$ cat config.mk
export PLATFORM = sky130hd
export DESIGN_NAME = aluControl
export DESIGN_NICKNAME = d
export VERILOG_FILES = /design/src/mipsPkg.sv /design/src/aluControl.sv
export SDC_FILE = /design/constraint.sdc
export NUM_CORES = 1
export LEC_CHECK = 0
export BUFFER_PORTS_ARGS = -buffer_cell sky130_fd_sc_hd__buf_2
export CORE_AREA = 2 2 39 41
export DETAILED_ROUTE_END_ITERATION = 10
export DIE_AREA = 0 0 41 43
export GPL_TIMING_DRIVEN = 0
export SYNTH_ARGS = -nofsm -noshare
export SYNTH_HDL_FRONTEND = slang
export SYNTH_SLANG_ARGS = --single-unit
$ cat constraint.sdc
create_clock -name vclk -period 1.2
set_input_delay 0.24 -clock vclk [all_inputs]
set_output_delay 0.24 -clock vclk [all_outputs]
set_load 0.05 [all_outputs]
$ cat src/mipsPkg.sv
`default_nettype none

package mipsPkg;

	// Width of the datapath and of byte addresses
	localparam int dataWidth = 32;

	// Primary opcode field, instruction bits 31:26
	typedef enum logic [5:0] {
		opRtype = 6'h00,
		opBeq   = 6'h04,
		opAddi  = 6'h08,
		opLh    = 6'h21,
		opLw    = 6'h23,
		opLhu   = 6'h25,
		opSw    = 6'h2B
	} opcodeT;

	// Function field of R-type instructions, bits 5:0
	typedef enum logic [5:0] {
		fnSll  = 6'h00,
		fnSrl  = 6'h02,
		fnAdd  = 6'h20,
		fnSub  = 6'h22,
		fnAnd  = 6'h24,
		fnOr   = 6'h25,
		fnSlt  = 6'h2A,
		fnSltu = 6'h2B
	} functT;

	// ALU class chosen by the main decoder
	typedef enum logic [1:0] {
		aluAdd   = 2'b00,
		aluSub   = 2'b01,
		aluFunct = 2'b10
	} aluOpT;

	// Concrete operation performed by the ALU
	typedef enum logic [3:0] {
		ctrlAdd  = 4'd0,
		ctrlSub  = 4'd1,
		ctrlAnd  = 4'd2,
		ctrlOr   = 4'd3,
		ctrlSlt  = 4'd4,
		ctrlSltu = 4'd5,
		ctrlSll  = 4'd6,
		ctrlSrl  = 4'd7
	} aluCtrlT;

	// Load width and extension
	typedef enum logic [1:0] {
		loadWord         = 2'd0,
		loadHalf         = 2'd1,
		loadHalfUnsigned = 2'd2
	} loadKindT;

endpackage

`default_nettype wire
$ cat src/aluControl.sv
`timescale 1ns/1ns
`default_nettype none

module aluControl (
	input  mipsPkg::aluOpT   aluOp,
	input  mipsPkg::functT   funct,
	output mipsPkg::aluCtrlT aluCtrl
);

	import mipsPkg::*;

	always_comb
	begin
		case (aluOp)
			aluSub:
				aluCtrl = ctrlSub;
			aluFunct:
			begin
				case (funct)
					fnAdd:   aluCtrl = ctrlAdd;
					fnSub:   aluCtrl = ctrlSub;
					fnAnd:   aluCtrl = ctrlAnd;
					fnOr:    aluCtrl = ctrlOr;
					fnSlt:   aluCtrl = ctrlSlt;
					fnSltu:  aluCtrl = ctrlSltu;
					fnSll:   aluCtrl = ctrlSll;
					fnSrl:   aluCtrl = ctrlSrl;
					// Unknown function falls back to add
					default: aluCtrl = ctrlAdd;
				endcase
			end
			default:
				aluCtrl = ctrlAdd;
		endcase
	end

endmodule

`default_nettype wire

==> results.md <==
Die:
- The die width is 41 µm.
- The total area inside the core boundary comes to 1380 µm².
- The initialized floorplan defines 14 standard-cell rows.
- Once the floorplan was initialized, standard cells occupied 12.8% of the core.
- The die outline area is 1760 µm².
- The number of primary I/O pins is 12.
- The die is 43 µm tall.

Routing:
- Dividing the detail-routed wire length by the instance count gives 9.12 µm.
- Dividing the detail-routed via count by the number of cells gives 4.33.
- The number of vias in the routed layout is 247.
- The number of antenna-violating nets in the routed design is 0.
- For this run, design rule violations remaining after detail routing come to 0.
- The first routing iteration left 5 violations.
- The count of TritonRoute iterations in the first routing pass is 4.
- Wires add up to 520 µm.

Synth:
- The sequential-to-total area share from yosys stat is 0%.
- The count of distinct cell types in the synthesized netlist is 16.
- The synthesized cell area is 178 µm².
- The gate count of the mapped netlist is 29.
- The post-synthesis net count is 39.
- The average size of a mapped cell is 6.13 µm².
- The Yosys step of the flow raised 0 warnings.

Timing:
- The count of final setup violators is 3.
- The final count of hold timing violations is 0.
- After layout, the minimum clock period comes to 1530 ps.
- In the post-route analysis, the smallest setup slack over all paths is -333 ps.
- The final critical-path share of the clock period is 128%.
- The post-route setup TNS is -520 ps.
- Setup repair after global routing could not meet its margin everywhere.
- For this run, the top clock speed supported by timing is 652 MHz.
- The count of pins over their slew limit is 0.

Pwr:
- Summed over all cells, the static leakage comes to 0.161 nW.
- Total power for the finished layout comes to 0.126 mW.
- Across the VDD grid, the largest voltage drop is 0.105 mV.
- The portion of total power attributed to combinational logic is 100.0%.
- The analysis attributes to net switching a power of 0.0693 mW.
- The internal portion of the total power is 0.0569 mW.
- The switching power share of the total is 54.9%.
- The clock power share is 0%.
- For this design the ratio of total power to cell area is 327 nW/µm².
- The sequential fraction of design power is 0%.

Flow run:
- Across the run, the number of max-cap violations was 0.

Critical path:
- The cell family contributing the most delay on the critical path is simple AND/OR/NAND/NOR gates.
- Data on the critical path is required at its endpoint by 960 ps.
- The data arrival time at the worst-slack endpoint is 1290 ps.
- STA classifies the critical path startpoint as a primary input.
- The largest driver fanout on the critical path is 2.
- By startpoint and endpoint, the worst setup path is classified as in -> out.
- The slowest stage of the critical path is the or4_4 cell.
- The most prevalent standard cell on the critical path is o21ai_2.
- The largest single stage delay on the critical path is 520 ps.
- The kind of capture point of the worst setup path is an output pin.
- The signal on the critical path passes through buf_8 > or4_4 > o21ai_2 > o21ai_2 > o22ai_4 > buf_6.
- The total buffers and inverters traversed by the critical path is 2.

Cells and area:
- The area occupied by registers is 0 µm².
- The post-route netlist has 61.0% of its cells at a drive strength greater than 1.
- The synthesis-to-finish area growth is 118%.
- The number of non-filler instances in the completed layout is 57.
- The total number of nets in the final design is 53.
- The number of antenna diodes in the final layout is 0.
- Counting the clock-network buffers in the layout gives 0.
- The sequential cell count of the final layout is 0.
- At the end of the flow the core is filled with cells to 27.9%.

Placed design:
- The worst setup slack before clock tree synthesis is -510 ps.
- After legalization and detailed placement, the total HPWL measured 385 µm.
- The number of buffer cells added on primary ports is 11.
- The final estimated routing congestion in global placement is 0.645.
- In this run, placement finished with an instance count of 56.

Global routing:
- Entering global routing, the biggest net connects 9 pins.
- For this run, the total global-route usage over all layers was measured as 6.00%.
- The number of global-route vias before repair is 212.
- The initial antenna violation count is 0.
- The global-route wire length before repair is 807 µm.
- The total overflow reported by the global router is 0.

Min path:
- The path class of the tightest hold or removal check is in -> out.

Outcome:
- The flow ran to the end, but the final reports show violations.
- The final reports fail on setup timing.
==> repair_timing <==
action                     CTS  global route
hold buffers                 0             0
gates resized for setup     19             1
pin swaps                    3             2
setup endpoints to repair    3             3
buffers inserted             1             0
==> path summary, 6_finish.rpt <==
check                    start          to  slack (ps)  cells past startpoint
worst max-delay path  funct[5]  aluCtrl[0]        -330                      6
worst min-delay path  funct[3]  aluCtrl[1]         780                      3
==> power groups by stage <==
stage	clock network, mW	registers [mW]	logic, mW
after floorplan	0	0	0.0676
after global placement	0	0	0.102
after detailed placement	0	0	0.104
after CTS	0	0	0.125
after global routing	0	0	0.137
final	0	0	0.126
==> synthesized netlist by cell type <==
cell / instances / area (µm²)
nand2b_1: 1 / 6.26
a31oi_1: 3 / 18.8
buf_4: 1 / 7.51
o22ai_2: 1 / 12.5
nand2_1: 2 / 7.51
a211oi_1: 1 / 7.51
o22ai_1: 1 / 6.26
nor3_1: 3 / 15.0
nor4_1: 2 / 12.5
nor2_1: 1 / 3.75
conb_1: 1 / 3.75
or2b_1: 2 / 15.0
o21ai_1: 2 / 10.0
or4_1: 1 / 7.51
inv_1: 5 / 18.8
ha_1: 2 / 25.0
==> per-layer routing <==
metal	global-route usage [%]	vias up	part of all wire (%)
met3	0	0	7.5
li1	-	128	-
met5	0	-	0
met4	0	0	0
met2	9.69	9	41
met1	9.21	110	51
==> placed cells by master (no fill, tap or decap) <==
cell type and n:
buf_6 5, inv_1 4, buf_2 4, buf_4 3
a31oi_1 2, nand2_1 2, or2b_1 2, o21ai_2 2
inv_2 1, nor3_2 1, nand2b_4 1, nor3_4 1
nor3_1 1, nor4_4 1, o22ai_2 1, nor4_1 1
a31oi_2 1, a211oi_1 1, or4_4 1, nor2_1 1
o22ai_4 1, ha_4 1, ha_1 1, conb_1 1
buf_8 1
==> kinds of logic after synthesis <==
logic type / share of synthesized area, %
and+or+nand+nor: 38.0
AOI/OAI and AO/OA: 31.0
buffers and inverters: 14.8
adders and majority gates: 14.1
other: 2.11
==> stage by stage <==
stage	hold slack (ps)	area, µm²
3_3_place_gp	894	307
2_1_floorplan	539	231
6_report	775	387
4_1_cts	768	380
5_1_grt	787	387
3_5_place_dp	896	307
==> layout make-up <==
type / instances / area, µm²
repair buffers: 12 / 106
well taps: 16 / 20.0
inverters: 5 / 18.8
plain buffers: 1 / 7.51
multi-input cells: 23 / 234
fillers: 145 / 997
Note: power is estimated with default switching activity, not from simulation.
