File: config.mk
export PLATFORM = sky130hd
export DESIGN_NAME = mainControl
export DESIGN_NICKNAME = d
export VERILOG_FILES = /design/src/mipsPkg.sv /design/src/mainControl.sv
export SDC_FILE = /design/constraint.sdc
export NUM_CORES = 1
export LEC_CHECK = 0
export BUFFER_PORTS_ARGS = -buffer_cell sky130_fd_sc_hd__buf_2
export CELL_PAD_IN_SITES_DETAIL_PLACEMENT = 0
export CELL_PAD_IN_SITES_GLOBAL_PLACEMENT = 2
export CORE_AREA = 5 5 42 44
export DETAILED_ROUTE_END_ITERATION = 8
export DIE_AREA = 0 0 47 49
export GPL_ROUTABILITY_DRIVEN = 0
export PLACE_DENSITY_LB_ADDON = 0.12
export REMOVE_ABC_BUFFERS = 1
export SLEW_MARGIN = 20
export SYNTH_ARGS = -nofsm -noshare
export SYNTH_HDL_FRONTEND = slang
export SYNTH_SLANG_ARGS = --single-unit
File: constraint.sdc
create_clock -name vclk -period 1.4
set_input_delay 0.28 -clock vclk [all_inputs]
set_output_delay 0.28 -clock vclk [all_outputs]
set_load 0.005 [all_outputs]
File: src/mipsPkg.sv
`default_nettype none

package mipsPkg;

	// Width of the datapath and of byte addresses
	localparam int dataWidth = 32;

	// Primary opcode field, instruction bits 31:26
	typedef enum logic [5:0] {
		opRtype = 6'h00,
		opBeq   = 6'h04,
		opAddi  = 6'h08,
		opLh    = 6'h21,
		opLw    = 6'h23,
		opLhu   = 6'h25,
		opSw    = 6'h2B
	} opcodeT;

	// Function field of R-type instructions, bits 5:0
	typedef enum logic [5:0] {
		fnSll  = 6'h00,
		fnSrl  = 6'h02,
		fnAdd  = 6'h20,
		fnSub  = 6'h22,
		fnAnd  = 6'h24,
		fnOr   = 6'h25,
		fnSlt  = 6'h2A,
		fnSltu = 6'h2B
	} functT;

	// ALU class chosen by the main decoder
	typedef enum logic [1:0] {
		aluAdd   = 2'b00,
		aluSub   = 2'b01,
		aluFunct = 2'b10
	} aluOpT;

	// Concrete operation performed by the ALU
	typedef enum logic [3:0] {
		ctrlAdd  = 4'd0,
		ctrlSub  = 4'd1,
		ctrlAnd  = 4'd2,
		ctrlOr   = 4'd3,
		ctrlSlt  = 4'd4,
		ctrlSltu = 4'd5,
		ctrlSll  = 4'd6,
		ctrlSrl  = 4'd7
	} aluCtrlT;

	// Load width and extension
	typedef enum logic [1:0] {
		loadWord         = 2'd0,
		loadHalf         = 2'd1,
		loadHalfUnsigned = 2'd2
	} loadKindT;

endpackage

`default_nettype wire
File: src/mainControl.sv
`timescale 1ns/1ns
`default_nettype none

module mainControl (
	input  mipsPkg::opcodeT   opcode,
	input  logic              reset,
	output logic              regDest,
	output logic              memRead,
	output logic              memToReg,
	output logic              memWrite,
	output logic              aluSrc,
	output logic              regWrite,
	output logic              branch,
	output mipsPkg::aluOpT    aluOp,
	output mipsPkg::loadKindT loadKind
);

	import mipsPkg::*;

	always_comb
	begin
		// Everything off unless the opcode turns it on
		regDest  = 1'b0;
		memRead  = 1'b0;
		memToReg = 1'b0;
		memWrite = 1'b0;
		aluSrc   = 1'b0;
		regWrite = 1'b0;
		branch   = 1'b0;
		aluOp    = aluAdd;
		loadKind = loadWord;

		// Held in reset, the core sees a stream of no-ops
		if (reset)
		begin
			case (opcode)
				// add, sub, and, or, slt, sltu, sll, srl
				opRtype:
				begin
					regDest  = 1'b1;
					aluOp    = aluFunct;
					regWrite = 1'b1;
				end
				opAddi:
				begin
					aluSrc   = 1'b1;
					regWrite = 1'b1;
				end
				// Loads share the datapath, only the width differs
				opLw, opLh, opLhu:
				begin
					memRead  = 1'b1;
					memToReg = 1'b1;
					aluSrc   = 1'b1;
					regWrite = 1'b1;
					if (opcode == opLh)
						loadKind = loadHalf;
					else if (opcode == opLhu)
						loadKind = loadHalfUnsigned;
				end
				opSw:
				begin
					memWrite = 1'b1;
					aluSrc   = 1'b1;
				end
				// Compare rs and rt by subtraction
				opBeq:
				begin
					branch = 1'b1;
					aluOp  = aluSub;
				end
				default:
					regWrite = 1'b0;
			endcase
		end
	end

endmodule

`default_nettype wire

==> run_results.csv <==
group,metric,value,unit
sta,fin_tns_setup,0,ns
worst_setup_path,startpoint,"opcode[4]",
worst_setup_path,slowest_delay,0.20,ns
die,pin_count,18,
worst_setup_path,cp_slowest_cell,"nand2b_4",
sta,hold_violations,0,
die,std_cell_rows,14,
worst_setup_path,cpMostUsedCell,"buf_2",
finish,multiInputGateArea,201,µm²
finish,area_growth,73.4,%
routing,drc,0,
worst_setup_path,worstSetupEndpointType,"primary output",
pwr,p_per_area,186,nW/µm²
synth,syn_area_per_cell,8.99,µm²
finish,fin_nets,47,
routing,drt-met1-wl,268,µm
hold_path,hold_path.startpoint,"opcode[5]",
die,core_area,1400,µm²
worst_setup_path,path_buf_inv,2,
worst_setup_path,crit_path_start_kind,"primary input",
place,dp_hpwl,514,µm
sta,finalCritPeriodShare,95.2,%
finish,diodes,0,
synth,synthCells,22,
routing,vias,223,
grt,antenna_found_initial,0,
routing,drt_pass1_iterations,2,
grt,grt.total_usage,5.27,%
finish,drive_above_1_share,78.9,%
sta,worstMarginPinSlew,0.239,ns
hold_path,hold_class,"in -> out",
grt,grt-ovfl-total,0,
die,die_h,49,µm
routing,drt_iter0_drc,2,
routing,routed.top_layer,"met3",
worst_setup_path,cp.arrival,1.05,ns
hold_path,whs_path_depth,4,
grt,grt_first_pass_wirelength,986,µm
die,die_w,47,µm
die,start_util,14.1,%
routing,wl_per_cell,11.0,µm
routing,wl_met3,66,µm
sta,maxSlewViolCount,0,
pwr,leakagePower,0.000167,µW
grt,grt_pass1_vias,236,
worst_setup_path,cpLargestDelayFamily,"simple AND/OR/NAND/NOR gates",
hold_path,min_to,"memWrite",
routing,avgViaCountPerCell,4.13,
finish,final_util,24.5,%
clock_tree,cts_setup_buffers,0,
routing,totalWireLength,595,µm
place,placement.io_buffers,18,
grt,grt_max_degree,10,
synth,synth_area,198,µm²
finish,flops_and_latches,0,
synth,yosysSeqAreaShare,0,%
finish,clock_buffers,0,
pwr,finalPower,63.7,µW
synth,ys_warn_count,0,
sta,min_period,1.33,ns
worst_setup_path,cp_max_fo,8,
sta,setup_viol,0,
sta,holdWs,0.921,ns
worst_setup_path,worstPathRequired,1.12,ns
routing,ant_nets,0,
die,die-area,2300,µm²
flow_run,maxCapViolations,0,
run_status,status,"finished clean",
pwr,irDropWorstVdd,0.0000688,V
worst_setup_path,path_cells,"buf_2 -> nand2b_4 -> nor3b_2 -> nor2b_1 -> buf_2",
sta,max_freq,750,MHz
sta,slew_headroom,83.9,%
sta,rsz0062_at_grt,"no",
synth,synth_cell_types,18,
routing,wl_met2,260,µm
finish,seq_area,0,µm²
worst_setup_path,criticalPathCategory,"in -> out",
finish,fill_cells,169,
-- Yosys cell counts --
library cell | number | area [µm²]
a211o_1 | 2 | 17.5
a21oi_2 | 1 | 8.76
and2_1 | 1 | 6.26
buf_2 | 1 | 5.00
buf_4 | 2 | 15.0
buf_6 | 1 | 11.3
nand2_1 | 1 | 3.75
nand2b_1 | 1 | 6.26
nand2b_4 | 1 | 13.8
nand3_1 | 1 | 5.00
nor2_1 | 1 | 3.75
nor2b_1 | 2 | 12.5
nor3_1 | 1 | 5.00
nor3_2 | 1 | 10.0
nor3b_2 | 1 | 12.5
nor4_4 | 1 | 21.3
nor4b_2 | 2 | 30.0
nor4bb_1 | 1 | 10.0
-- stage by stage --
step / cell area (µm²) / setup WS, ns / std cells
after global routing: 343 / 0.00252 / 54
after CTS: 313 / -0.00165 / 54
final: 343 / 0.0673 / 54
after floorplan: 166 / 0.191 / 18
after global placement: 292 / -0.0265 / 54
after detailed placement: 292 / -0.0762 / 54
-- tightest hold or removal path: cells and delay by family --
| family | cells | cell delay, ns |
|---|---|---|
| AND/OR/NAND/NOR | 2 | 0.13 |
| buffers and inverters | 2 | 0.22 |
-- metal layers --
metal	GRT usage, %	vias to the layer above
li1	-	112
met2	8.37	11
met3	1.48	0
met1	7.41	100
met5	0	-
met4	0	0
-- layout make-up --
class              count  area share, %
multi-input cells     18           58.8
well taps             16           5.84
repair buffers        20           35.4
-- worst max-delay path by stage --
| stage | cells past startpoint | endpoint | slack [ns] |
|---|---|---|---|
| floorplan | 2 | aluOp[0] | 0.19 |
| CTS | 5 | memRead | -0.002 |
| global placement | 4 | branch | -0.03 |
| detailed placement | 4 | aluOp[0] | -0.08 |
| finish | 5 | memWrite | 0.07 |
| global route | 5 | loadKind[0] | 0.003 |
-- kinds of logic (layout without fill, tap and decap cells) --
family	count (synthesis)	after routing	synth area share, %
buffers and inverters	4	20	15.8
AND/OR/NAND/NOR	15	15	70.9
AO/OA/AOI/OAI	3	3	13.3
-- repair_timing --
action,4_1_cts,5_1_grt
pin swaps,0,2
gates cloned,0,0
hold buffers,0,0
resized for setup,3,8
setup endpoints to repair,2,8
-- cells in the final DEF, fill, tap and decap left out --
master | synthesis | routed
buf_2 | 1 | 16
buf_6 | 1 | 3
nor2b_1 | 2 | 2
a211o_1 | 2 | 2
nand2_2 | 0 | 1
nand2b_4 | 1 | 1
nor4_4 | 1 | 1
nor3_4 | 0 | 1
nor4bb_4 | 0 | 1
and2_1 | 1 | 1
nor4b_2 | 2 | 1
nand2b_1 | 1 | 1
a21oi_2 | 1 | 1
nor3b_2 | 1 | 1
nand3_1 | 1 | 1
nor3_1 | 1 | 1
nor2_2 | 0 | 1
nor4b_4 | 0 | 1
buf_4 | 2 | 1
-- report_power, final --
group / total, µW / switching, µW / internal (µW)
clock network: 0 / 0 / 0
registers: 0 / 0 / 0
logic: 63.7 / 33.2 / 30.5
total: 63.7 / 33.2 / 30.5
Note: power is estimated with default switching activity, not from simulation.
