**config.mk**
```make
export PLATFORM = sky130hd
export DESIGN_NAME = alu
export DESIGN_NICKNAME = d
export VERILOG_FILES = /design/src/mipsPkg.sv /design/src/alu.sv
export SDC_FILE = /design/constraint.sdc
export NUM_CORES = 1
export LEC_CHECK = 0
export BUFFER_PORTS_ARGS = -buffer_cell sky130_fd_sc_hd__buf_2
export CAP_MARGIN = 10
export CORE_UTILIZATION = 45
export DETAILED_ROUTE_END_ITERATION = 12
export GPL_TIMING_DRIVEN = 0
export PLACE_DENSITY = 0.66
export SYNTH_ARGS = -nofsm -noshare
export SYNTH_HDL_FRONTEND = slang
export SYNTH_SLANG_ARGS = --single-unit
```
**constraint.sdc**
```tcl
create_clock -name vclk -period 4.6
set_input_delay 0.69 -clock vclk [all_inputs]
set_output_delay 0.69 -clock vclk [all_outputs]
set_load 0.01 [all_outputs]
```
**src/mipsPkg.sv**
```systemverilog
`default_nettype none

package mipsPkg;

	// Width of the datapath and of byte addresses
	localparam int dataWidth = 32;

	// Primary opcode field, instruction bits 31:26
	typedef enum logic [5:0] {
		opRtype = 6'h00,
		opBeq   = 6'h04,
		opAddi  = 6'h08,
		opLh    = 6'h21,
		opLw    = 6'h23,
		opLhu   = 6'h25,
		opSw    = 6'h2B
	} opcodeT;

	// Function field of R-type instructions, bits 5:0
	typedef enum logic [5:0] {
		fnSll  = 6'h00,
		fnSrl  = 6'h02,
		fnAdd  = 6'h20,
		fnSub  = 6'h22,
		fnAnd  = 6'h24,
		fnOr   = 6'h25,
		fnSlt  = 6'h2A,
		fnSltu = 6'h2B
	} functT;

	// ALU class chosen by the main decoder
	typedef enum logic [1:0] {
		aluAdd   = 2'b00,
		aluSub   = 2'b01,
		aluFunct = 2'b10
	} aluOpT;

	// Concrete operation performed by the ALU
	typedef enum logic [3:0] {
		ctrlAdd  = 4'd0,
		ctrlSub  = 4'd1,
		ctrlAnd  = 4'd2,
		ctrlOr   = 4'd3,
		ctrlSlt  = 4'd4,
		ctrlSltu = 4'd5,
		ctrlSll  = 4'd6,
		ctrlSrl  = 4'd7
	} aluCtrlT;

	// Load width and extension
	typedef enum logic [1:0] {
		loadWord         = 2'd0,
		loadHalf         = 2'd1,
		loadHalfUnsigned = 2'd2
	} loadKindT;

endpackage

`default_nettype wire
```
**src/alu.sv**
```systemverilog
`timescale 1ns/1ns
`default_nettype none

module alu (
	input  logic [mipsPkg::dataWidth-1:0] a,
	input  logic [mipsPkg::dataWidth-1:0] b,
	input  logic [4:0]                    shamt,
	input  mipsPkg::aluCtrlT              aluCtrl,
	output logic [mipsPkg::dataWidth-1:0] result,
	output logic                          zero
);

	import mipsPkg::*;

	always_comb
	begin
		case (aluCtrl)
			ctrlAdd:  result = a + b;
			ctrlSub:  result = a - b;
			ctrlAnd:  result = a & b;
			ctrlOr:   result = a | b;
			// Set on less than, signed then unsigned
			ctrlSlt:
				result = {{(dataWidth - 1){1'b0}}, $signed(a) < $signed(b)};
			ctrlSltu:
				result = {{(dataWidth - 1){1'b0}}, a < b};
			// Shifts take rt and the shamt field
			ctrlSll:  result = b << shamt;
			ctrlSrl:  result = b >> shamt;
			default:  result = a + b;
		endcase
	end

	// Equal operands for beq
	assign zero = (result == '0);

endmodule

`default_nettype wire

```
==> results.py <==
metrics = {
    "status": {
        "status": "complete, but fails checks",
        "violations": "setup timing",
    },
    "synth": {
        "ys_seq_area_share_pct": 0,
        "syn_nets": 1515,
        "ys_types": 86,
        "synth_area_sq_um": 9640,
        "syn_area_per_cell_sq_um": 7.17,
        "yosys_warnings": 0,
        "synth_cells": 1344,
    },
    "clocking": {
        "ctsHoldBuffers": 0,
    },
    "routing": {
        "avgViaCountPerCell": 7.27,
        "drc": 0,
        "ant_nets": 0,
        "drtPass1Iterations": 8,
        "drt-wirelength-per-cell_um": 31.1,
        "drt-initial-drc-count": 1681,
        "vias": 12984,
        "wirelength_um": 55500,
    },
    "finish": {
        "mostFrequentLayoutCells": "nor2_1, buf_2, nand2_1, buf_4, inv_1",
        "area_delta_synth_final_pct": 29.7,
        "drive_above_1_share_pct": 32.2,
        "nets": 1683,
        "ff_latch_area_sq_um": 0,
        "n_clock_buffer": 0,
        "layout_commonest_cell": "nor2_1",
        "stdcell_count": 1785,
        "seq_cells": 0,
        "n_antenna_cell": 0,
    },
    "global_routing": {
        "grt_overflow": 0,
        "grt_pass1_vias": 11734,
        "grt_pass1_wl_um": 78400,
        "met2_usage_pct": 72.9,
        "top_usage_layer": "met2",
        "antenna_found_initial": 1,
        "grt_max_degree": 12,
        "met1_usage_pct": 64.4,
        "use_met3_pct": 10.0,
        "grt_util_all_layers_pct": 48.6,
    },
    "setup_path": {
        "path_class": "in -> out",
        "crit_top_cell": "buf_4",
        "cp.arrival_ns": 4.35,
        "critPathMaxFanout": 10,
        "required_ns": 3.91,
        "critPathCaptureType": "primary output",
        "critPathTopFamily": "simple AND/OR/NAND/NOR gates",
        "slowest_stage": "nor4_4",
        "cp-start-kind": "primary input",
        "crit_buf_inv": 6,
        "crit_chain": "buf_12 -> buf_12 -> buf_4 -> buf_4 -> buf_4 -> nand2_1 -> o22ai_2 -> o21ai_0 -> nand3_1 -> o2111ai_1 -> o221ai_1 -> nor2_1 -> nor4_4 -> and4b_1 -> and4b_2 -> and3b_1 -> buf_2",
        "cp_slowest_stage_delay_ns": 0.43,
    },
    "floorplan": {
        "initial_utilization_pct": 45.9,
        "die_width_um": 148,
        "die_h_um": 148,
        "coreArea_sq_um": 21000,
        "io_pins": 106,
        "std_cell_rows": 53,
        "dieArea_sq_um": 22000,
    },
    "pwr": {
        "ir_worst_vdd_uv": 81.5,
        "internal_power_uw": 690,
        "power.share.clock_pct": 0,
        "power_frac_seq_pct": 0,
        "p_leak_uw": 0.00529,
        "switching_power_uw": 1070,
        "combPwrFrac_pct": 100.0,
        "power_density_nw_per_um2": 141,
        "switching_share_pct": 60.7,
    },
    "hold_path": {
        "min_from": "a[1]",
        "min_path_type": "in -> out",
        "hold_end": "result[1]",
        "hold_depth": 5,
    },
    "sta": {
        "fmax_mhz": 198,
        "final_hold_viol_count": 0,
        "worst-slew-pin-transition_ns": 0.961,
        "setup_viol": 2,
        "timing.setup.tns_ns": -0.608,
        "rsz0062_at_grt": "true",
        "fin_crit_sh_pct": 110,
        "slew_viol_final": 0,
        "min_period_ns": 5.04,
        "relSlewSlack_pct": 35.2,
        "setup_ws_ns": -0.442,
    },
    "job": {
        "drv_cap": 0,
    },
    "place": {
        "gp_congestion": 1.11,
        "post-place-cells": 1721,
        "port_buffers": 102,
        "hpwlAfterDp_um": 43000,
    },
}
[through the flow]
step	worst slack [ns]	utilization, %	hold slack (ns)	total power (uW)	instance area (sq um)
floorplan	0.0210	-	1.73	887	9640
global placement	-1.44	49.9	2.12	1380	10500
detailed placement	-1.45	50.0	2.12	1380	10500
CTS	-0.422	55.9	2.10	1570	11800
global route	-0.447	59.5	2.11	1810	12500
finish	-0.442	59.5	2.11	1760	12500
[logic make-up after synthesis]
logic type      Yosys count  synth area share (%)
compound gates          425                  30.5
xor+xnor                 11                 0.999
fa+ha+maj                98                  12.9
buf+inv                 234                  10.6
mux                     137                  22.5
simple gates            439                  22.5
[area by class of cell]
| class | instances | area [sq um] |
|---|---|---|
| multi-input cells | 1110 | 9600 |
| repair buffers | 179 | 1210 |
| well taps | 275 | 344 |
| inverters | 111 | 449 |
| fillers | 1996 | 8520 |
| plain buffers | 110 | 896 |
[worst min-delay path, cell delays in order]
cell and delay (ns):
buf_2 0.12, inv_2 0.12, fa_1 0.23, a2bb2oi_1 0.11, buf_2 0.14
[cell usage after synthesis (8+ instances only)]
| cell type | instances | area share (%) |
|---|---|---|
| nor2_1 | 130 | 5.1 |
| inv_1 | 109 | 4.2 |
| nand2_1 | 103 | 4.0 |
| ha_1 | 96 | 12 |
| a21oi_1 | 92 | 4.8 |
| o21ai_0 | 69 | 3.6 |
| clkbuf_1 | 68 | 2.6 |
| mux2i_1 | 66 | 6.9 |
| mux4_2 | 45 | 11 |
| nand3_1 | 35 | 1.8 |
| nor3_1 | 34 | 1.8 |
| a211oi_1 | 33 | 2.6 |
| buf_2 | 26 | 1.3 |
| o22ai_1 | 24 | 1.6 |
| o211ai_1 | 22 | 1.7 |
| nor4_1 | 19 | 1.2 |
| a21o_1 | 18 | 1.4 |
| nand2b_1 | 17 | 1.1 |
| a31oi_1 | 16 | 1.0 |
| nor2b_1 | 16 | 1.0 |
| a221oi_1 | 13 | 1.2 |
| mux4_1 | 13 | 3.5 |
| buf_4 | 12 | 0.93 |
| mux2_2 | 12 | 1.4 |
| nand4_1 | 12 | 0.78 |
| and2_1 | 11 | 0.71 |
| o31ai_1 | 11 | 0.86 |
| a211o_1 | 10 | 0.91 |
| and3_1 | 10 | 0.65 |
| buf_1 | 10 | 0.39 |
| o221ai_1 | 8 | 0.73 |
| or2_2 | 8 | 0.52 |
| xnor2_1 | 8 | 0.73 |
[worst max path at each step]
stage | slack [ns] | end | cells after the start | from
global placement | -1.44 | zero | 17 | b[7]
detailed placement | -1.45 | zero | 16 | b[2]
CTS | -0.42 | zero | 17 | shamt[1]
floorplan | 0.02 | zero | 15 | b[8]
global route | -0.45 | zero | 17 | shamt[1]
finish | -0.44 | zero | 17 | shamt[1]
[per-layer routing]
metal | share of wire (%) | wire length (um)
met5 | 0.022 | 12
met4 | 7.4 | 4110
met3 | 14 | 7550
met2 | 42 | 23100
met1 | 37 | 20800
[power groups by stage]
stage          sequential (uW)  combinational, uW  clock (uW)
3_5_place_dp                 0               1380           0
6_report                     0               1760           0
3_3_place_gp                 0               1380           0
5_1_grt                      0               1810           0
4_1_cts                      0               1570           0
2_1_floorplan                0                887           0
[repair_timing]
| action | in CTS | in global routing |
|---|---|---|
| pin swaps | 39 | 39 |
| gates cloned | 0 | 0 |
| gates resized for setup | 252 | 118 |
| setup endpoints to repair | 24 | 9 |
| buffers inserted | 39 | 38 |
| endpoints found under the hold margin | 0 | 0 |
Power figures use the tool's default switching activity.
